**src/mfPkg.sv**
```systemverilog
`default_nettype none

package mfPkg;

	localparam int SAMPLE_W = 12;
	localparam int ANALYTIC_W = 14;
	localparam int COEFF_W = 12;
	localparam int ACC_W = 32;
	localparam int MAG_W = 32;

	localparam int WB_ADR_W = 8;
	localparam int WB_DATA_W = 32;

	typedef logic signed [SAMPLE_W-1:0] sample_t;

	typedef struct packed {
		logic signed [ANALYTIC_W-1:0] re;
		logic signed [ANALYTIC_W-1:0] im;
	} analytic_t;

	typedef struct packed {
		logic signed [COEFF_W-1:0] re;
		logic signed [COEFF_W-1:0] im;
	} coeff_t;

	typedef struct packed {
		logic signed [ACC_W-1:0] re;
		logic signed [ACC_W-1:0] im;
	} acc_t;

	typedef logic [MAG_W-1:0] mag_t;

	// Entry i multiplies delay line tap i (tap 0 is the newest sample), i.e. offsets -3 to +3.
	localparam int HT_TAPS = 7;
	localparam int HT_COEF [HT_TAPS] = '{-27, 0, -81, 0, 81, 0, 27};
	localparam int HT_SHIFT = 7; // coefficients are in Q7.

	localparam logic [WB_ADR_W-1:0] REG_CTRL = 8'd0;
	localparam logic [WB_ADR_W-1:0] REG_COEFF_BASE = 8'd16;
	localparam int TAP_IM_LSB = 16; // imaginary field of a tap register starts here.

endpackage

`default_nettype wire
```
**src/hilbertTransform.sv**
```systemverilog
`timescale 1ns/1ps
`default_nettype none

module hilbertTransform
	import mfPkg::*;
(
	input wire logic clock,
	input wire logic rst,
	input wire logic accept,
	input wire logic flush,
	input wire sample_t sample,
	output analytic_t analytic,
	output logic analyticValid
);

	localparam int CENTRE = HT_TAPS / 2;

	sample_t history [HT_TAPS];
	logic acceptD;
	int imSum;

	delayLine #(
		.elem_t (sample_t),
		.DEPTH  (HT_TAPS)
	) i_delayLine (
		.clock (clock),
		.rst   (rst),
		.shift (accept),
		.clear (flush),
		.din   (sample),
		.taps  (history)
	);

	// quadrature part of the analytic signal, still in Q7.
	always_comb begin
		imSum = 0;
		for (int i = 0; i < HT_TAPS; i++) begin
			imSum = imSum + HT_COEF[i] * int'(history[i]);
		end
	end

	always_ff @(posedge clock) begin
		if (rst) begin
			acceptD <= 1'b0;
			analyticValid <= 1'b0;
		end else begin
			acceptD <= accept; // delay line has shifted by the time this is high.
			analyticValid <= acceptD;
		end
	end

	always_ff @(posedge clock) begin
		if (acceptD) begin
			analytic.re <= ANALYTIC_W'(history[CENTRE]); // centre tap matches the filter delay.
			analytic.im <= ANALYTIC_W'(imSum >>> HT_SHIFT);
		end
	end

endmodule

`default_nettype wire

```
**src/delayLine.sv**
```systemverilog
`timescale 1ns/1ps
`default_nettype none

module delayLine #(
	parameter type elem_t = logic [7:0],
	parameter int DEPTH = 4
) (
	input wire logic clock,
	input wire logic rst,
	input wire logic shift,
	input wire logic clear,
	input wire elem_t din,
	output elem_t taps [DEPTH]
);

	always_ff @(posedge clock) begin
		if (rst || clear) begin
			for (int i = 0; i < DEPTH; i++) begin
				taps[i] <= '0;
			end
		end else if (shift) begin
			taps[0] <= din; // newest element goes in front.
			for (int i = 1; i < DEPTH; i++) begin
				taps[i] <= taps[i-1];
			end
		end
	end

endmodule

`default_nettype wire

```
**config.mk**
```make
export PLATFORM = sky130hd
export DESIGN_NAME = hilbertTransform
export DESIGN_NICKNAME = d
export VERILOG_FILES = /design/src/mfPkg.sv /design/src/hilbertTransform.sv /design/src/delayLine.sv
export SDC_FILE = /design/constraint.sdc
export NUM_CORES = 1
export LEC_CHECK = 0
export BUFFER_PORTS_ARGS = -buffer_cell sky130_fd_sc_hd__buf_2
export CORE_MARGIN = 2
export CORE_UTILIZATION = 54
export DETAILED_ROUTE_END_ITERATION = 10
export GPL_TIMING_DRIVEN = 0
export PLACE_DENSITY = 0.74
export SYNTH_ARGS = -nofsm -noshare
export SYNTH_HDL_FRONTEND = slang
export SYNTH_SLANG_ARGS = --single-unit
```
**constraint.sdc**
```tcl
create_clock -name clock -period 6.6 [get_ports clock]
set_input_delay 0.33 -clock clock [delete_from_list [all_inputs] [get_ports clock]]
set_output_delay 0.33 -clock clock [all_outputs]
set_load 0.02 [all_outputs]
```
; Word-level counts from Yosys, hierarchy flattened
; Cells that the tools add are included.
[classes]
n_reduce_logical = 1
n_mul = 4
addsub = 3
[op_table]
columns = operator, n
row1 = $mul A8 B12 Y20 const A, 2
row2 = $mul A6 B12 Y18 const A, 2
row3 = $add A18 B20 Y21, 1
row4 = $add A21 B18 Y21, 1
row5 = $add A21 B20 Y21, 1
row6 = $logic_or A1 B1 Y1, 1
[totals]
register_bits = 112
inputBits = 16
output_inout_bits = 29
word_cells = 19

; Logic depth before layout (Yosys ltp)
[depth]
ltp_word = 4
ltp_mapped = 22
depth_no_buf = 22

; By module
; Synthesis repeated with hierarchy kept, for this count alone.
[unflattened]
hier_cells = 1028
area_unflattened_um2 = 11577.4
[modules_own_cells]
columns = module, area_per_inst_um2, n_inst, cells_per_inst, seq_area_each_um2
row1 = hilbertTransform, 8484.4, 1, 756, 820.8
row2 = delayLine, 3093.0, 1, 272, 1681.6

; Worst setup path before layout
; No wires, ideal clock.
[synth_timing]
kind = reg-to-reg
start = reg i_delayLine.taps[11] (netlist bit)
end = reg analytic[13] (netlist bit), data pin
required_ns = 6.338
period_less_slack_ns = 6.016
path_stages_with_launch = 20
slack_ns = 0.584
n_path_buf = 1
setup_time_ns = 0.262
t_arrival_ns = 5.754
path_cell_list = dfxtp_1 clkbuf_1 inv_1 ha_1 ha_1 fa_1 inv_1 fa_1 inv_1 fa_1 fa_1 fa_1 ha_1 ha_1 a21oi_1 and2b_4 a311o_1 and3_4 a221oi_2 xnor2_1
[synth_rtl]
columns = element, line
row1 = start: declaration, delayLine.sv:13  ; output elem_t taps [DEPTH]
row2 = start signal: indexed assignment, delayLine.sv:24  ; taps[i] <= taps[i-1];
row3 = end: declaration, hilbertTransform.sv:12  ; output analytic_t analytic,

==> summary.txt <==
Final setup viols - 0
GPL Wtd Cong - 0.835
Number of buffers added on ports - 43
WL final - 21900 microns
Synth top area share - 0.324
Compound-Gate Fraction of Synth Area - 0.0158
Setup slack after layout - 0.286 ns
Yosys cell types - 37
Clock Tree Buf Depth - 2
Wire length per cell - 16.2 microns
Total number of H-tree levels - 3
Core box area - 20400 sq um
Via density - 5.02
Design Power - 0.00170 W
Pwr dens - 140 nW/um^2
Drt drc - 0
FP Rows - 52
Fmax - 0.158 GHz
Yosys reg bits - 112
Die Area - 22100 sq um
XOR/XNOR Fraction of Synth Area - 0.0240
Post-DRT Antenna Nets - 0
Final hold violation count - 0
Nets - 1454
Syn Nets - 1398
Synthesized instance count - 1016
Pins over their slew limit - 0
Clock transition at path regs - 0.08 ns
Crit share post-route - 0.957
Crit. End Element - flop
Dpl hpwl - 18400 microns
Yosys Warn Count - 0
Die Height - 149 microns
Cell taking the most area after synthesis - fa_1
Most frequent cells in the layout - inv_1, fa_1, ha_1
# hold bufs at CTS - 0
Hold/Removal Path Class - input pin to flop
Number of global-route vias before repair - 7194
Max-Cap Viols - 0
Post-synthesis mux area share - 0.0753
1st-iter DRT viols - 268
Congestion Overflow GR - 0
WP data required - 6.72 ns
Layout cell share with drive strength beyond 1 - 0.0743
Initial cell density of the core - 0.555
Commonest non-fill, non-tap cell in the layout - inv_1
Dpl ws - -0.102 ns
Worst Skew - 0.0117 ns
Largest family of logic cells by synthesized area - adder cells
Setup TNS Final - 0 ns
Register area share after synthesis - 0.222
Fill cells - 1711
Global Route Usage Sum - 0.218
Fin util - 0.597
Die W - 149 microns
Adder-cell share of the synthesized area - 0.527
Outcome - completed
Post-Synth Simple-Gate Area - 0.0408
1st-pass router iterations - 6
Crit path kind - flop to flop
Clk Latency, worst-skew pair - 0.36 ns
First-pass GRT wire length - 36600 microns
Crit start category - flop
RSZ-0062 raised after global routing - false
Clock Sinks - 112
Largest fanout on the critical path - 4
Leakage power - 6.21 nW
Relative slew slack - 0.428
Largest net degree at the start of global routing - 28
Ports - 45
TritonCTS clock tree - built
VDD IR-drop max - 0.000120 V
Post-synthesis cell area - 11300 sq um
Antenna Cells - 0
DR vias - 6756
Worst Max-Slew Pin Slew - 0.857 ns
WP data arrival - 6.43 ns
Synth top area cells - fa_1, ha_1, dfxtp_1
Area Overhead vs Synth - 7.66%
Avg Inst Size Synth - 11.1 sq um
Post-route minimum period - 6.31 ns
Number of buffers created by CTS - 9
Clk root buf - clkbuf_16
Number of antenna violations at the first check in global routing - 0
-- cell type report --
cell class,instances,area [sq um],area share
buffer,22,96.3,0.00792
clock buffer,11,233,0.0191
clock inverter,5,40.0,0.00329
inverter,262,983,0.0809
multi-input combinational,620,7730,0.636
sequential,112,2510,0.206
tap,270,338,0.0278
timing repair buffer,45,230,0.0189
-- registers in the layout, indices dropped and copies added, names as in the netlist --
register,cells
analytic,26
acceptD,1
analyticValid,1
i_delayLine.taps,84
-- synthesized netlist by cell type --
library cell,count
inv_1,260
fa_1,183
ha_1,183
nor2_1,93
dfxtp_1,86
mux2i_1,85
edfxtp_1,26
xnor2_1,25
clkbuf_1,10
a21oi_1,9
xor2_1,6
buf_1,5
buf_2,5
nand2_1,5
o21ai_1,4
nor2b_1,3
a21o_1,2
a311o_1,2
a31oi_1,2
buf_4,2
inv_2,2
o211ai_1,2
o21a_1,2
a211oi_1,1
a21oi_2,1
a221oi_2,1
and2b_4,1
and3_1,1
and3_4,1
nand2b_1,1
nand3_1,1
nand4_1,1
nand4b_1,1
nor2b_2,1
nor3_1,1
o21ai_0,1
or2_1,1
-- worst max-delay path: stages, from the launching register on --
cell	delay [ns]
dfxtp_1	0.51
inv_1	0.20
ha_1	0.31
inv_1	0.05
fa_1	0.50
fa_1	0.51
fa_1	0.53
inv_1	0.06
fa_1	0.58
fa_1	0.44
fa_1	0.44
ha_1	0.28
ha_1	0.32
o21a_1	0.20
o21a_1	0.19
a311o_1	0.40
and3_4	0.20
a221oi_2	0.24
xnor2_1	0.10
-- where the power goes --
group | internal, W | leakage (nW) | switching [W] | total, W
Sequential | 0.000742 | 0.938 | 0.0000162 | 0.000758
Clock | 0.000262 | 0.136 | 0.000269 | 0.000530
Combinational | 0.000185 | 5.14 | 0.000226 | 0.000411
-- layer usage --
metal  GRT usage  vias up  routed length, microns
met1       0.286     3407                    9470
met5           0        -                       0
met4      0.0676        0                     666
li1            -     3239                       -
met3      0.0301       31                     522
met2       0.378       79                   11200
-- path summary, 6_finish.rpt --
check / from / endpoint / slack (ns) / depth (start not counted)
hold / removal: rst / acceptD / 0.13 / 2
setup reg to reg: i_delayLine.taps[80] / analytic[13] / 0.29 / 18
hold reg to reg: i_delayLine.taps[47] / analytic[25] / 0.47 / 0
setup / recovery: i_delayLine.taps[80] / analytic[13] / 0.29 / 18
-- per-stage QoR --
step                      hold slack (ns)  cells  instance area [sq um]
after floorplan                     0.402   1016                  11300
after global placement              0.449   1329                  11900
after detailed placement            0.451   1329                  11900
after CTS                           0.132   1345                  12100
after global routing                0.138   1347                  12200
final                               0.134   1347                  12200
-- what timing repair did --
item	4_1_cts	5_1_grt
cloned	0	0
endpoints found under the setup margin	1	7
setup buffers	0	2
gates resized for setup	1	7
pin swaps	0	2
-- kinds of logic (layout without fill, tap and decap cells) --
logic type | after synthesis | count (layout)
AO/OA/AOI/OAI | 27 | 27
buffers and inverters | 284 | 345
multiplexers | 85 | 85
flip-flops | 112 | 112
AND/OR/NAND/NOR | 111 | 111
adder cells (fa/ha/maj) | 366 | 366
XOR/XNOR | 31 | 31
Power figures use the tool's default switching activity.
