===== config.mk =====
export PLATFORM = sky130hd
export DESIGN_NAME = magnitudeEstimator
export DESIGN_NICKNAME = d
export VERILOG_FILES = /design/src/mfPkg.sv /design/src/magnitudeEstimator.sv
export SDC_FILE = /design/constraint.sdc
export NUM_CORES = 1
export LEC_CHECK = 0
export BUFFER_PORTS_ARGS = -buffer_cell sky130_fd_sc_hd__buf_2
export CORE_MARGIN = 2
export CORE_UTILIZATION = 51
export DETAILED_ROUTE_END_ITERATION = 7
export GPL_TIMING_DRIVEN = 0
export MAX_ROUTING_LAYER = met4
export PLACE_DENSITY = 0.85
export SLEW_MARGIN = 10
export SYNTH_ARGS = -nofsm -noshare
export SYNTH_HDL_FRONTEND = slang
export SYNTH_SLANG_ARGS = --single-unit

===== constraint.sdc =====
create_clock -name clock -period 24.9 [get_ports clock]
set_clock_uncertainty 0.1 [all_clocks]
set_input_delay 4.98 -clock clock [delete_from_list [all_inputs] [get_ports clock]]
set_output_delay 4.98 -clock clock [all_outputs]
set_load 0.05 [all_outputs]

===== src/mfPkg.sv =====
`default_nettype none

package mfPkg;

	localparam int SAMPLE_W = 12;
	localparam int ANALYTIC_W = 14;
	localparam int COEFF_W = 12;
	localparam int ACC_W = 32;
	localparam int MAG_W = 32;

	localparam int WB_ADR_W = 8;
	localparam int WB_DATA_W = 32;

	typedef logic signed [SAMPLE_W-1:0] sample_t;

	typedef struct packed {
		logic signed [ANALYTIC_W-1:0] re;
		logic signed [ANALYTIC_W-1:0] im;
	} analytic_t;

	typedef struct packed {
		logic signed [COEFF_W-1:0] re;
		logic signed [COEFF_W-1:0] im;
	} coeff_t;

	typedef struct packed {
		logic signed [ACC_W-1:0] re;
		logic signed [ACC_W-1:0] im;
	} acc_t;

	typedef logic [MAG_W-1:0] mag_t;

	// Entry i multiplies delay line tap i (tap 0 is the newest sample), i.e. offsets -3 to +3.
	localparam int HT_TAPS = 7;
	localparam int HT_COEF [HT_TAPS] = '{-27, 0, -81, 0, 81, 0, 27};
	localparam int HT_SHIFT = 7; // coefficients are in Q7.

	localparam logic [WB_ADR_W-1:0] REG_CTRL = 8'd0;
	localparam logic [WB_ADR_W-1:0] REG_COEFF_BASE = 8'd16;
	localparam int TAP_IM_LSB = 16; // imaginary field of a tap register starts here.

endpackage

`default_nettype wire

===== src/magnitudeEstimator.sv =====
`timescale 1ns/1ps
`default_nettype none

module magnitudeEstimator
	import mfPkg::*;
(
	input wire logic clock,
	input wire logic rst,
	input wire acc_t result,
	input wire logic resultValid,
	output mag_t mag,
	output logic magValid
);

	mag_t absRe;
	mag_t absIm;
	mag_t larger;
	mag_t smaller;
	logic [MAG_W:0] estimate; // one spare bit to catch the overflow.

	// the most negative value still fits, since mag_t is unsigned.
	assign absRe = result.re[ACC_W-1] ? mag_t'(-result.re) : mag_t'(result.re);
	assign absIm = result.im[ACC_W-1] ? mag_t'(-result.im) : mag_t'(result.im);

	assign larger = (absRe > absIm) ? absRe : absIm;
	assign smaller = (absRe > absIm) ? absIm : absRe;
	assign estimate = {1'b0, larger} + {2'b00, smaller[MAG_W-1:1]};

	always_ff @(posedge clock) begin
		if (rst) begin
			magValid <= 1'b0;
		end else begin
			magValid <= resultValid;
		end
	end

	always_ff @(posedge clock) begin
		if (resultValid) begin
			mag <= estimate[MAG_W] ? '1 : estimate[MAG_W-1:0]; // saturate at full scale.
		end
	end

endmodule

`default_nettype wire


== Yosys cells after proc, flatten, opt, wreduce, memory -nomap -nowiden ==
Index checks and enable logic that the tools add are counted.
Storage, ports and cells
  register bits: 33
  input bits: 67
  output and inout port bits: 33
  word-level logic and storage cells: 10
Cells by class
  $add $sub $neg: 3
  order comparisons: 1
  mux-type cells: 4
Operators by type and width (number)
  32-bit 2-to-1 mux: 4
  32-bit negation: 2
  32-bit by 31-bit adder with 33-bit output: 1
  32-bit > comparator: 1

== Longest topological paths before layout ==
  depth after elaboration: 5
  depth in mapped cells: 31
  depth with buffers taken out: 28

== Worst setup path before layout ==
OpenSTA, ideal clock, no wires.
  path type: in2reg
  from: in result[7] (netlist name)
  to: reg mag[20], data pin
  library setup time: 0.256 ns
  data arrival time: 12.319 ns
  data required time: 24.544 ns
  setup slack: 12.225 ns
  stages: 29
  buffers on the path: 4
  path through: or4_4 -> or4_4 -> or3_4 -> or2_1 -> or3_4 -> o31ai_1 -> xor2_1 -> ha_1 -> nand4_1 -> nor2_1 -> a211oi_1 -> a31oi_1 -> o31ai_1 -> clkbuf_1 -> buf_1 -> mux2i_1 -> ha_1 -> fa_1 -> a211oi_1 -> o21ai_0 -> a211oi_1 -> o21ai_0 -> a41oi_1 -> o31a_1 -> o21ai_0 -> nand2b_4 -> buf_6 -> buf_12 -> nand2_2
On the way
  cells in the longest elaborated chain, start to end: 5
  elaborated cells between the ends (all ways): 6
  those cells by class: 2 x add/sub; 1 x order compare; 3 x mux
RTL lines
  start: declaration: RTL line magnitudeEstimator.sv:9  | input wire acc_t result,
  32-bit negation: RTL line magnitudeEstimator.sv:23  | assign absIm = result.im[ACC_W-1] ? mag_t'(-result.im) : mag_t'(result.im);
  32-bit 2-to-1 mux (*): RTL line magnitudeEstimator.sv:23
  32-bit > comparator: RTL line magnitudeEstimator.sv:25, magnitudeEstimator.sv:26
  32-bit 2-to-1 mux, on equally long branches: RTL line magnitudeEstimator.sv:25, magnitudeEstimator.sv:26
  32-bit by 31-bit adder with 33-bit output (*): RTL line magnitudeEstimator.sv:27  | assign estimate = {1'b0, larger} + {2'b00, smaller[MAG_W-1:1]};
  end signal: assignment: RTL line magnitudeEstimator.sv:39  | mag <= estimate[MAG_W] ? '1 : estimate[MAG_W-1:0];
  end: declaration: RTL line magnitudeEstimator.sv:11  | output mag_t mag,
Every way passes the cells marked *; elsewhere a longest branch is shown, timed or not.
A chain may end at the register's enable or synchronous reset.

== Worst setup path after layout ==
  from: in result[7] (netlist name)
  to: reg mag[21], data pin
Same word-level chain as after synthesis.

==> results.sh <==
export IMPL_run_status="finished clean"
export IMPL_hold_worst_slack_ns=4.75
export IMPL_wl_per_cell_um=14.3
export IMPL_layout_worst_path_cycle_share_pct=55.3
export IMPL_slowest_delay_ns=0.60
export IMPL_drtPass1Iterations=5
export IMPL_crit_slowest_cell="sky130_fd_sc_hd__buf_1"
export IMPL_tns_ns=0
export IMPL_multiInputGateArea_sq_mm=0.00411
export IMPL_critical_path_arrival_ns=13.70
export IMPL_via_per_inst=5.60
export IMPL_timing_max_cap_violations=0
export IMPL_endpoint_kind="flop"
export IMPL_critical_path_peak_fanout=10
export IMPL_report_final_slew_viol_count=0
export IMPL_synth_enable_flop_cells=32
export IMPL_nNetsFinal=876
export IMPL_post_route_utilization_pct=59.6
export IMPL_finalWirelength_um=12600
export IMPL_critical_path_required_ns=24.83
export IMPL_preCtsSetupSlack_ns=10.87
export IMPL_commonest_cells_after_routing_fill_and_taps_aside="sky130_fd_sc_hd__buf_2, sky130_fd_sc_hd__xor2_1, sky130_fd_sc_hd__ha_1"
export IMPL_crit_type="input pin to flop"
export IMPL_die_area_sq_mm=0.0113
export IMPL_worst_pin_slew_ns=0.697
export IMPL_timing_final_hold_violations=0
export IMPL_die_width_um=106
export IMPL_grt_first_pass_wirelength_um=21200
export IMPL_irDropWorstVdd_uv=65.9
export IMPL_placement_rows=37
export IMPL_power_per_cell_area_mw_per_mm2=94.3
export IMPL_design_portCount=100
export IMPL_grt_max_degree=34
export IMPL_total_congestion_overflow_after_global_routing=0
export IMPL_fill_cells=986
export IMPL_setup_slack_ns=11.13
export IMPL_synth_fp_nets=771
export IMPL_ctsResizeCount=0
export IMPL_floorplan_core_area_sq_mm=0.0103
export IMPL_final_period_minus_worst_setup_slack_ns=13.77
export IMPL_ys_warn_count=0
export IMPL_cts_reportedPaths_clkPinSlew_ns=0.06
export IMPL_hold_class="input pin to flop"
export IMPL_die_height_um=106
export IMPL_worst_hold_startpoint="rst"
export IMPL_cts_htree_levels=2
export IMPL_drtIter0Drc=258
export IMPL_cts_path_max_buffers=2
export IMPL_postSynthCellCount=638
export IMPL_slew_headroom_pct=53.5
export IMPL_sequential_cell_area_sq_um=981
export IMPL_grt_antenna_before_repair=0
export IMPL_timing_critical_path_from_type="input pin"
export IMPL_grt_setup_unrepaired="no"
export IMPL_clock_root_buffer="sky130_fd_sc_hd__clkbuf_8"
export IMPL_layout_cells_most_common="sky130_fd_sc_hd__buf_2"
export IMPL_worstPathBufferInverterCount=5
export IMPL_startpoint="result[7]"
export IMPL_detailed_place_hpwl_um=10800
export IMPL_drc=0
export IMPL_num_vias=4924
export IMPL_cts_hold_repair_buffers=0
export IMPL_mappedNetlistArea_sq_mm=0.00536
export IMPL_cellLeakagePower_nw=3.00
export IMPL_first_global_vias=4509
export IMPL_power_total_w=0.000577
export IMPL_cts_buffers=5
export IMPL_clock_fmax_mhz=72.6
export IMPL_place_gp_congestion=0.932
export IMPL_async_reset_ff_share_pct=0
export IMPL_critical_path_top_delay_family="compound AO/OA/AOI/OAI gates"
export IMPL_critical_path_cell_count=30
export IMPL_number_of_antenna_cells_inserted=0
export IMPL_tritoncts="yes"
export IMPL_seq_area_frac_synth_pct=18.3
export IMPL_post_synth_cell_area_avg_sq_um=8.40
export IMPL_clock_sinks=33
export IMPL_synth_flop_cell="sky130_fd_sc_hd__edfxtp_1"
export IMPL_cts_repair_timing_setup_buffer_count=0
export IMPL_effective_utilization_at_floorplan_pct=52.1
export IMPL_groute_usage_overall_pct=23.0
export IMPL_area_growth_synth_to_final_pct=14.3
export IMPL_port_buffers=98
export IMPL_post_route_cells_drive_above_1_share_pct=17.5
export IMPL_setup_violations=0
export IMPL_setup_worst_path_end="mag[21]"
export IMPL_unique_cell_type_count_in_the_yosys_netlist=52
export IMPL_synth_seq_cells=33
export IMPL_ant_nets=0
## metal layers
metal / GRT usage, % / vias up / wire (um)
met5: - / - / 0
met3: 1.90 / 20 / 719
met1: 32.3 / 2179 / 6080
met4: 6.96 / 0 / 306
li1: - / 2557 / -
met2: 35.4 / 168 / 5470
## area by class of cell
| cell class | instances | area share, % |
|---|---|---|
| repair buffers | 98 | 8.01 |
| inverters | 44 | 2.70 |
| plain buffers | 20 | 1.63 |
| well taps | 136 | 2.78 |
| clock inverters | 2 | 0.552 |
| multi-input cells | 541 | 67.1 |
| flip-flops and latches | 33 | 16.0 |
| clock buffers | 6 | 1.19 |
## registers in the layout, summed over array words and instances, names as in the netlist
name	cells
mag	32
magValid	1
## how the worst min path moves through the flow
stage / endpoint / depth (start not counted)
final: magValid / 2
after floorplan: magValid / 1
after global placement: magValid / 2
after detailed placement: magValid / 2
after global routing: magValid / 2
after CTS: magValid / 2
## cell usage after synthesis (8+ instances only)
library cell,instances,share of area (%)
sky130_fd_sc_hd__o41ai_1,10,1.6
sky130_fd_sc_hd__xor2_1,66,11
sky130_fd_sc_hd__a211oi_1,9,1.3
sky130_fd_sc_hd__xnor2_1,18,2.9
sky130_fd_sc_hd__clkbuf_1,15,1.1
sky130_fd_sc_hd__edfxtp_1,32,18
sky130_fd_sc_hd__inv_1,44,3.1
sky130_fd_sc_hd__a21oi_1,35,3.3
sky130_fd_sc_hd__nand2_1,51,3.6
sky130_fd_sc_hd__nand3_1,8,0.75
sky130_fd_sc_hd__mux2i_1,60,11
sky130_fd_sc_hd__nor2_1,31,2.2
sky130_fd_sc_hd__o21ai_0,49,4.6
sky130_fd_sc_hd__nand2_2,10,1.2
sky130_fd_sc_hd__nor2b_1,8,0.93
sky130_fd_sc_hd__o31ai_1,19,2.7
sky130_fd_sc_hd__ha_1,65,15
sky130_fd_sc_hd__a21o_1,9,1.3
sky130_fd_sc_hd__nand4_1,10,1.2
sky130_fd_sc_hd__or3_1,13,1.5
## logic make-up (layout without fill, tap and decap cells)
logic type	after synthesis	in the layout	synth area share, %
AND/OR/NAND/NOR	168	168	16.7
adder cells (fa/ha/maj)	66	66	15.6
AO/OA/AOI/OAI	162	162	19.3
flip-flops	33	33	18.3
XOR/XNOR	84	84	13.7
multiplexers	61	61	11.5
buffers and inverters	64	170	4.95
## stage by stage
step	area [sq um]	cells
after floorplan	5360	638
after detailed placement	6020	872
final	6120	880
after CTS	6120	880
after global routing	6120	880
after global placement	6020	872
## report_power, final
part           internal (W)  switching (W)
logic              0.000149       0.000273
registers          0.000103     0.00000505
clock network     0.0000295      0.0000179
No activity file was read; power rests on OpenSTA's default activity.
