File: config.mk
export PLATFORM = sky130hd
export DESIGN_NAME = coeffRegs
export DESIGN_NICKNAME = d
export VERILOG_FILES = /design/src/mfPkg.sv /design/src/coeffRegs.sv
export SDC_FILE = /design/constraint.sdc
export NUM_CORES = 1
export LEC_CHECK = 0
export BUFFER_PORTS_ARGS = -buffer_cell sky130_fd_sc_hd__buf_4
export CORE_ASPECT_RATIO = 0.8
export CORE_UTILIZATION = 40
export CTS_BUF_LIST = sky130_fd_sc_hd__clkbuf_2 sky130_fd_sc_hd__clkbuf_4 sky130_fd_sc_hd__clkbuf_8
export DETAILED_ROUTE_END_ITERATION = 10
export SKIP_LAST_GASP = 1
export SYNTH_ARGS = -nofsm -noshare
export SYNTH_HDL_FRONTEND = slang
export SYNTH_SLANG_ARGS = --single-unit
File: constraint.sdc
create_clock -name clock -period 2.45 [get_ports clock]
set_clock_uncertainty 0.2 [all_clocks]
set_input_delay 0.49 -clock clock [delete_from_list [all_inputs] [get_ports clock]]
set_output_delay 0.49 -clock clock [all_outputs]
set_load 0.005 [all_outputs]
File: src/mfPkg.sv
`default_nettype none

package mfPkg;

	localparam int SAMPLE_W = 12;
	localparam int ANALYTIC_W = 14;
	localparam int COEFF_W = 12;
	localparam int ACC_W = 32;
	localparam int MAG_W = 32;

	localparam int WB_ADR_W = 8;
	localparam int WB_DATA_W = 32;

	typedef logic signed [SAMPLE_W-1:0] sample_t;

	typedef struct packed {
		logic signed [ANALYTIC_W-1:0] re;
		logic signed [ANALYTIC_W-1:0] im;
	} analytic_t;

	typedef struct packed {
		logic signed [COEFF_W-1:0] re;
		logic signed [COEFF_W-1:0] im;
	} coeff_t;

	typedef struct packed {
		logic signed [ACC_W-1:0] re;
		logic signed [ACC_W-1:0] im;
	} acc_t;

	typedef logic [MAG_W-1:0] mag_t;

	// Entry i multiplies delay line tap i (tap 0 is the newest sample), i.e. offsets -3 to +3.
	localparam int HT_TAPS = 7;
	localparam int HT_COEF [HT_TAPS] = '{-27, 0, -81, 0, 81, 0, 27};
	localparam int HT_SHIFT = 7; // coefficients are in Q7.

	localparam logic [WB_ADR_W-1:0] REG_CTRL = 8'd0;
	localparam logic [WB_ADR_W-1:0] REG_COEFF_BASE = 8'd16;
	localparam int TAP_IM_LSB = 16; // imaginary field of a tap register starts here.

endpackage

`default_nettype wire
File: src/coeffRegs.sv
`timescale 1ns/1ps
`default_nettype none

module coeffRegs
	import mfPkg::*;
#(
	parameter int NUM_TAPS = 8
) (
	input wire logic clock,
	input wire logic rst,
	input wire logic wbCyc,
	input wire logic wbStb,
	input wire logic wbWe,
	input wire logic [WB_ADR_W-1:0] wbAdr,
	input wire logic [WB_DATA_W-1:0] wbWdata,
	output logic [WB_DATA_W-1:0] wbRdata,
	output logic wbAck,
	output logic run,
	output coeff_t taps [NUM_TAPS]
);

	logic request;
	logic ctrlHit;
	logic [NUM_TAPS-1:0] tapHit;
	logic [WB_DATA_W-1:0] readData;

	// a new cycle is served once; the master drops wbStb after the ack.
	assign request = wbCyc & wbStb & ~wbAck;
	assign ctrlHit = (wbAdr == REG_CTRL);

	always_comb begin
		readData = '0; // unmapped addresses read as zero.
		if (ctrlHit) begin
			readData[0] = run;
		end
		for (int k = 0; k < NUM_TAPS; k++) begin
			tapHit[k] = (wbAdr == REG_COEFF_BASE + WB_ADR_W'(k));
			if (tapHit[k]) begin
				readData[COEFF_W-1:0] = taps[k].re;
				readData[TAP_IM_LSB +: COEFF_W] = taps[k].im;
			end
		end
	end

	always_ff @(posedge clock) begin
		if (rst) begin
			wbAck <= 1'b0;
			run <= 1'b0;
			for (int k = 0; k < NUM_TAPS; k++) begin
				taps[k] <= '0;
			end
		end else begin
			wbAck <= request;
			if (request && wbWe) begin
				if (ctrlHit) begin
					run <= wbWdata[0];
				end
				for (int k = 0; k < NUM_TAPS; k++) begin
					if (tapHit[k]) begin
						taps[k].re <= wbWdata[COEFF_W-1:0];
						taps[k].im <= wbWdata[TAP_IM_LSB +: COEFF_W];
					end
				end
			end
		end
	end

	// read data is presented together with the ack.
	always_ff @(posedge clock) begin
		if (request) begin
			wbRdata <= readData;
		end
	end

endmodule

`default_nettype wire

After elaboration in Yosys (flattened, before gate mapping)

Index checks and enable logic that the tools add are counted.

Register bits: 218
Bits in latches: 0
Bits in writable memories: 0
ROM bits: 0
Bits of input ports: 45
Output and inout port bits: 226
Word-level logic and storage cells: 58
Memories kept: 0

$add $sub $neg: 0
$mul: 0
Divide/modulo/power cells: 0
$lt $le $gt $ge: 0
Equality and inequality tests: 8
Shift operators: 0
Multiplexer cells: 17
Bitwise logic cells: 3
Reduce and logical (&&, ||, !) cells: 11

Operators with widths:

| operator                                                         | count |
|---|---|
| 12-bit two-way mux                                               | 16 |
| 8-bit by 5-bit == test with 1-bit output (second input constant) | 8 |
| 2-bit AND reduction                                              | 9 |
| 8-bit zero test                                                  | 1 |
| 1-bit AND                                                        | 2 |
| 1-bit logical AND                                                | 1 |
| 1-bit two-way mux                                                | 1 |
| 1-bit NOT                                                        | 1 |

Logic depth before layout (Yosys ltp)

Gate-level depths: netlist of run 1.

Depth after elaboration: 10
Mapped depth: 7
Gate-level depth less buffers: 4

Worst setup path after synthesis of run 1

OpenSTA, ideal clock, no wires.

Path type: input port to flip-flop
From: in wbCyc
To: reg wbRdata[0], enable pin
Setup time: 405 ps
Arrival: 1576 ps
Required time: 1845 ps
Setup slack: 269 ps
Cell stages on the path: 2
Buffers on the path: 0
Cell sequence: nand2_1 -> nor2_1

Longest elaborated chain between the ends: 2

RTL lines:

| what                   | RTL line        | source |
|---|---|---|
| from (decl)            | coeffRegs.sv:11 | `input wire logic wbCyc,` |
| 1-bit AND (2 in a row) | coeffRegs.sv:28 | `assign request = wbCyc & wbStb & ~wbAck;` |
| net request            | coeffRegs.sv:22 | `logic request;` |
| to (signal assigned)   | coeffRegs.sv:71 | `wbRdata <= readData;` |
| to (decl)              | coeffRegs.sv:16 | `output logic [WB_DATA_W-1:0] wbRdata,` |

The timed path passes the listed nets, and every way through them passes these cells.
A chain may end at the register's enable or synchronous reset.

Final worst setup path of run 1

From: reg wbAck
To: reg taps[70] in the netlist's numbering

Longest elaborated chain between the ends: 4

RTL lines:

| what                                 | RTL line        | source |
|---|---|---|
| from (decl)                          | coeffRegs.sv:17 | `output logic wbAck,` |
| from (signal assigned)               | coeffRegs.sv:53 | `wbAck <= request;` |
| 1-bit NOT                            | coeffRegs.sv:28 |  |
| 1-bit AND                            | coeffRegs.sv:28 |  |
| 1-bit logical AND                    | coeffRegs.sv:54 | `if (request && wbWe) begin` |
| 2-bit AND reduction (no source line) | n/a             |  |
| to (decl)                            | coeffRegs.sv:19 | `output coeff_t taps [NUM_TAPS]` |

Every way passes these cells.

==> metrics.md, run 1 <==
| Metric | Value |
|---|---|
| Multiplexer share of the synthesized area | `9.082%` |
| Synth Area in Adders | `0%` |
| Total GRT Usage | `25.66%` |
| TritonCTS Buffers | `38` |
| Synth area leader | `dfxtp_1` |
| Final critical-path share of the clock period | `77.03%` |
| Slew at the pin with the worst max-slew slack | `1.071 ns` |
| Largest family of logic cells by synthesized area | `simple AND/OR/NAND/NOR gates` |
| Fin Setup TNS | `0 ns` |
| Gp weighted congestion | `0.8562` |
| Clock Power Share | `46.3%` |
| Relative slew slack | `28.28%` |
| First DRT Iteration DRCs | `811` |
| Die height | `143.0 um` |
| Critical path type | `reg2reg` |
| Post-CTS setup buffers | `0` |
| DRT Pass-1 Iters | `5` |
| Synth top area cells | `dfxtp_1 (39%), nand3b_1 (14%), edfxtp_1 (7.2%)` |
| Peak supply drop | `0.3790 mV` |
| Max-Cap Viols | `0` |
| Global-route wire length before repair | `49.34 mm` |
| Yosys warns | `0` |
| Grt ovf | `0` |
| Sinks on Clock Net | `218` |
| Seq cells post-synth | `218` |
| Seq pwr share | `47.1%` |
| Final core occ | `52.91%` |
| RSZ-0062 raised after global routing | `no` |
| Hpwl dp | `22.56 mm` |
| Distinct cells, synth | `48` |
| Core Area | `24380 um^2` |
| NumNets Final | `1264` |
| Asr flop ratio synth | `0%` |
| Die width | `178.3 um` |
| Netlist Area Pre-Place | `9947 um^2` |
| Fraction of layout cells with a size suffix above 1 | `32.83%` |
| Fmax | `0.5299 GHz` |
| Synth Area in Simple Gates | `21.35%` |
| Routed Antenna Nets | `0` |
| Total count of max-transition violations in the final report | `0` |
| Via Count | `8627` |
| Worst path required time | `2.64 ns` |
| P_sw | `1.814 mW` |
| Final setup fails | `0` |
| Initial antenna violation count | `0` |
| Power Internal | `5.891 mW` |
| Filler cell count | `2271` |
| Pwr Density | `597.5 nW/um^2` |
| CTS clk-pin slew, worst paths | `0.06 ns` |
| Number of synthesized flops with an enable pin | `24` |
| Total Wirelength | `33.38 mm` |
| # port buffers | `254` |
| # IOs | `271` |
| Comb pwr share | `6.6%` |
| Data arrival, critical path | `2.08 ns` |
| Htree depth | `2` |
| Hold Path Class | `in2reg` |
| Final hold violations | `0` |
| Most used flip-flop cell after synthesis | `dfxtp_1` |
| Setup crit end kind | `register` |
| DRC viols | `0` |
| Drt wl/cell | `21.30 um` |
| Vias in the first global route | `7860` |
| XOR/XNOR Fraction of Synth Area | `0%` |
| Status | `finished, final reports clean` |
| Clock buffer depth | `3` |
| Crit path max fanout | `40` |
| Switch share | `23.54%` |
| Initial Util | `40.81%` |
| Mapped Avg Cell Area | `10.15 um^2` |
| Die ar. | `25510 um^2` |
| Clk_lat worst skew | `0.53 ns` |
| Vias per cell | `5.505` |
| Syn-to-layout area delta | `29.65%` |
| Cell count after synthesis | `980` |
| Crit start category | `register` |
| Clock Tree Root | `clkbuf_8` |
| Min Clock Period, post-route | `1.887 ns` |
| Largest net degree at the start of global routing | `49` |
| CTS tree | `done` |
| P_leak | `5.164 nW` |
| Post-synth top area share | `39.04%` |
| # rows | `51` |
| Seq/Total Area, Yosys | `46.29%` |
| Post-synthesis compound-gate area fraction | `15.97%` |
cell usage after synthesis, drive strengths merged, types with 10 or more instances:
library cell and count:
a21oi 12, a221oi 15, buf 61, clkbuf 45, dfxtp 194, edfxtp 24, mux2 20, mux2i 52
nand2 12, nand2b 27, nand3b 192, nor2 26, o21ai 213, o22ai 11, o2bb2ai 10
worst max-delay path, cell delays in order (launching register included):
cell and delay [ns]:
dfxtp_1 0.34, and4b_1 0.30, buf_4 0.25, nand4_4 0.23, buf_12 0.25, nand3b_1 0.09
o21ai_0 0.08
cells in the final DEF (no fill, tap or decap), types with 3 or more instances in the layout:
cell       count
a21oi_1       12
a221oi_1      14
and3_1         6
and3b_1        3
buf_12        14
buf_4        283
clkbuf_4      13
clkbuf_8      48
clkinv_2       5
conb_1         8
dfxtp_1      194
diode_2        3
edfxtp_1      24
mux2_2        14
mux2_4         6
mux2i_1       52
mux4_2         6
nand2_1       11
nand2b_1      27
nand3_1        4
nand3b_1     192
nand4_1        3
nand4_4        6
nor2_1        25
nor2b_1        4
nor3b_1        3
o211ai_1       6
o21ai_0      122
o21ai_1       85
o21ai_2        6
o22ai_1       11
o2bb2ai_1     10
routing by layer:
metal  part of all wire (%)  track usage, %
met1                     51           40.71
met3                    8.4           6.976
met2                     39           33.18
met4                    1.4           5.888
met5                      0               0
what timing repair did:
item	CTS	global route
resized for setup	0	0
hold endpoints to repair	1	0
hold buffers	1	0
final timing paths:
check	endpoint	cells past startpoint	slack, ns	from
max	taps[70]	6	0.56	wbAck
min	wbAck	3	0.08	wbStb
max reg2reg	taps[70]	6	0.56	wbAck
min reg2reg	taps[72]	2	0.30	taps[72]
flip-flops by register name, indices dropped and copies added (netlist names):
name and cells:
run 1, taps 192, wbAck 1, wbRdata 24
cell type report:
cell class              count  area (um^2)  share of cell area [%]
repair buffers            298         2415                   18.73
flip-flops and latches    218         4604                   35.70
inverters                   2        7.507                 0.05821
clock buffers              61        758.2                   5.880
well taps                 318        397.9                   3.085
multi-input cells         661         4651                   36.06
diodes                      3        7.507                 0.05821
clock inverters             6        55.05                  0.4269
power groups by stage:
| stage | clock network [mW] | registers, mW | logic, mW |
|---|---|---|---|
| 2_1_floorplan | 0 | 3.71 | 0.298 |
| 3_3_place_gp | 0 | 3.71 | 0.500 |
| 3_5_place_dp | 0 | 3.71 | 0.501 |
| 4_1_cts | 3.63 | 3.63 | 0.503 |
| 5_1_grt | 3.79 | 3.63 | 0.536 |
| 6_report | 3.56 | 3.63 | 0.508 |
stage by stage:
stage	instance area [um^2]	power, mW	std cells	hold WS [ns]	setup WS [ns]
final	12900	7.705	1567	0.08496	0.5628
after global placement	12070	4.211	1496	0.2772	0.1197
after CTS	12890	7.768	1564	0.05526	0.5554
after floorplan	9973	4.008	987	0.2605	0.2689
after global routing	12890	7.960	1564	0.09653	0.4512
after detailed placement	12070	4.211	1496	0.2854	0.08074
cell families (layout without fill, tap and decap cells):
kind of cell           after synthesis  in the layout
muxes                               78             78
AOI/OAI and AO/OA                  279            279
DFF                                218            218
buffers and inverters              108            367
and+or+nand+nor                    296            296
other                                1             11
Power figures use the tool's default switching activity.
==> inputs of run 2 (changes only) <==
Settings changed: PLACE_DENSITY from default to 0.66.
Clock period 2.45 ns to 1.6 ns, I/O delays scaled along.
==> metrics.md, run 2 (synthesis results as in run 1) <==
| Metric | Value |
|---|---|
| Status | `complete, but fails checks (was finished, final reports clean)` |
| Failing checks | `setup timing` |
| Total GRT Usage | `26.40% (was 25.66%)` |
| Hold WS | `0.02983 ns (was 0.08496 ns)` |
| Clock Power Share | `45.7% (was 46.3%)` |
| Global-route wire length before repair | `51.05 mm (was 49.34 mm)` |
| Pwr Total | `11.95 mW (was 7.705 mW)` |
| Filler cell count | `2137 (was 2271)` |
| Htree depth | `2 (unchanged)` |
| Dpl ws | `-0.5476 ns (was 0.08074 ns)` |
| Critical path type | `reg2reg (unchanged)` |
| # port buffers | `254 (unchanged)` |
| Max reg flops | `192 (unchanged)` |
| Sinks on Clock Net | `218 (unchanged)` |
| Clock Tree Root | `clkbuf_8 (unchanged)` |
| Crit-path cells | `and4b_2 > buf_12 > nand4_4 > clkbuf_16 > nand3b_1 > o21ai_1 (was and4b_1 > buf_4 > nand4_4 > buf_12 > nand3b_1 > o21ai_0)` |
| Peak supply drop | `0.5295 mV (was 0.3790 mV)` |
| Hold Path Depth | `4 (was 3)` |
| Die ar. | `25510 um^2 (unchanged)` |
| CTS clk-pin slew, worst paths | `0.06 ns (about the same)` |
| Clock buffer depth | `3 (unchanged)` |
| Crit path max fanout | `19 (was 40)` |
| Register with the most flip-flops | `taps (unchanged)` |
| Die height | `143.0 um (unchanged)` |
| P_leak | `5.725 nW (was 5.164 nW)` |
| Hpwl dp | `24.18 mm (was 22.56 mm)` |
| RSZ-0062 raised after global routing | `yes (was no)` |
| DRC viols | `0 (unchanged)` |
| Most frequent cells in the layout | `buf_4 (305), nand3b_1 (192), o21ai_1 (126) (was buf_4 (283), dfxtp_1 (194), nand3b_1 (192))` |
| Seq pwr share | `46.6% (was 47.1%)` |
| Clk_lat worst skew | `0.54 ns (was 0.53 ns)` |
| Fmax | `0.5728 GHz (was 0.5299 GHz)` |
| Comb pwr share | `7.7% (was 6.6%)` |
| Switch share | `23.55% (was 23.54%)` |
| TritonCTS Buffers | `38 (unchanged)` |
| Data arrival, critical path | `1.96 ns (was 2.08 ns)` |
| Via Count | `9160 (was 8627)` |
| Total Wirelength | `36.61 mm (was 33.38 mm)` |
| Vias in the first global route | `8325 (was 7860)` |
| Min Clock Period, post-route | `1.746 ns (was 1.887 ns)` |
| Initial antenna violation count | `1 (was 0)` |
| Hold Path Class | `in2reg (unchanged)` |
| Worst R2R Start | `wbAck (unchanged)` |
| Crit start category | `register (unchanged)` |
| Core Area | `24380 um^2 (unchanged)` |
| Setup crit end kind | `register (unchanged)` |
| Largest regs | `taps (192), wbRdata (24) (unchanged)` |
| Power Internal | `9.138 mW (was 5.891 mW)` |
| Total count of max-transition violations in the final report | `0 (unchanged)` |
| Vias per cell | `5.579 (was 5.505)` |
| Slowest-stage cell, CP | `and4b_2 (was dfxtp_1)` |
| Initial Util | `40.81% (unchanged)` |
| Drt wl/cell | `22.30 um (was 21.30 um)` |
| Routed Antenna Nets | `0 (unchanged)` |
| Commonest non-fill, non-tap cell in the layout | `buf_4 (unchanged)` |
| CTS tree | `done (unchanged)` |
| Hold EP | `taps[49] (was wbAck)` |
| # IOs | `271 (unchanged)` |
| Relative slew slack | `59.10% (was 28.28%)` |
| Final hold violations | `0 (unchanged)` |
| Die width | `178.3 um (unchanged)` |
| Final critical-path share of the clock period | `109.1% (was 77.03%)` |
| Pwr Density | `854.1 nW/um^2 (was 597.5 nW/um^2)` |
| Final core occ | `57.41% (was 52.91%)` |
| First DRT Iteration DRCs | `748 (was 811)` |
| Fraction of layout cells with a size suffix above 1 | `42.71% (was 32.83%)` |
| Grt ovf | `0 (unchanged)` |
| NumNets Final | `1339 (was 1264)` |
| R2R cell count | `6 (unchanged)` |
| Gp weighted congestion | `0.8729 (was 0.8562)` |
| Slew at the pin with the worst max-slew slack | `0.6107 ns (was 1.071 ns)` |
| Reg2Reg Setup Slack | `-0.15 ns (was 0.56 ns)` |
| FF-to-FF End | `taps[34] (was taps[70])` |
| P_sw | `2.815 mW (was 1.814 mW)` |
| Slowest cell delay on critical path | `0.32 ns (was 0.34 ns)` |
| Syn-to-layout area delta | `40.68% (was 29.65%)` |
| Final setup fails | `151 (was 0)` |
| # rows | `51 (unchanged)` |
| Min-delay src | `wbWdata[17] (was wbStb)` |
| Largest net degree at the start of global routing | `53 (was 49)` |
| DRT Pass-1 Iters | `5 (unchanged)` |
| Max-Cap Viols | `0 (unchanged)` |
| Worst path required time | `1.82 ns (was 2.64 ns)` |
| Final worst-path setup slack | `-0.1459 ns (was 0.5628 ns)` |
## run 2: cell types whose count changed in the layout (fill, tap and decap cells not counted), sizes merged
cell         change
buf             +61
clkbuf          +11
clkinv           -3
clkinvlp         +1
diode            -2
dlygate4sd3      +7
## run 2: power groups by stage
stage / Sequential [mW] / Combinational, mW / Clock (mW)
2_1_floorplan: 5.68 / 0.481 / 0
6_report: 5.56 / 0.926 / 5.46
3_5_place_dp: 5.68 / 0.883 / 0
4_1_cts: 5.57 / 0.904 / 5.55
3_3_place_gp: 5.68 / 0.877 / 0
5_1_grt: 5.56 / 0.973 / 5.82
## run 2: worst max-delay path: cells and delay by family (launching register included)
| family | cells | cell delay (ns) |
|---|---|---|
| AND/OR/NAND/NOR | 3 | 0.62 |
| buffers and inverters | 2 | 0.44 |
| flip-flops | 1 | 0.31 |
| AO/OA/AOI/OAI | 1 | 0.06 |
## run 2: layout make-up
cell class                 instances  area (um^2)  share of cell area (%)
antenna                            1        2.502                 0.01788
clock buffer                      65        763.2                   5.454
clock inverter                     4        47.55                  0.3398
inverter                           2        7.507                 0.05365
multi-input combinational        661         4717                   33.71
sequential                       218         4702                   33.60
tap                              318        397.9                   2.843
timing repair buffer             373         3356                   23.98
## run 2: how the worst max path moves through the flow
| stage | start | to | depth (start not counted) |
|---|---|---|---|
| floorplan | wbAdr[1] | wbRdata[6] | 6 |
| global route | wbAck | taps[34] | 6 |
| finish | wbAck | taps[34] | 6 |
| global placement | wbAdr[1] | wbRdata[26] | 5 |
| detailed placement | wbAdr[1] | wbRdata[26] | 5 |
| CTS | wbAck | taps[143] | 6 |
## run 2: layer usage
| layer | track usage (%) | routed length, um | vias to the layer above | share of wire (%) |
|---|---|---|---|---|
| met5 | 0 | 0 | - | 0 |
| met4 | 6.512 | 657 | 0 | 1.8 |
| met3 | 7.694 | 3882 | 59 | 11 |
| met2 | 35.65 | 14740 | 450 | 40 |
| met1 | 40.18 | 17330 | 4410 | 47 |
| li1 | - | - | 4241 | - |
## run 2: what timing repair did
| action | in CTS | in global routing |
|---|---|---|
| hold endpoints to repair | 11 | 0 |
| setup endpoints to repair | 230 | 283 |
| pin swaps | 0 | 2 |
| gates resized for setup | 29 | 80 |
| buffers inserted | 2 | 1 |
| hold buffers | 8 | 0 |
| gates cloned | 0 | 10 |
## run 2: stage by stage
stage / area [um^2] / instances / TNS (ns)
final: 13990 / 1642 / -8.675
after floorplan: 10090 / 987 / -9.055
after global routing: 13990 / 1642 / -18.23
after global placement: 12690 / 1557 / -57.58
after detailed placement: 12690 / 1557 / -61.46
after CTS: 13640 / 1631 / -4.583
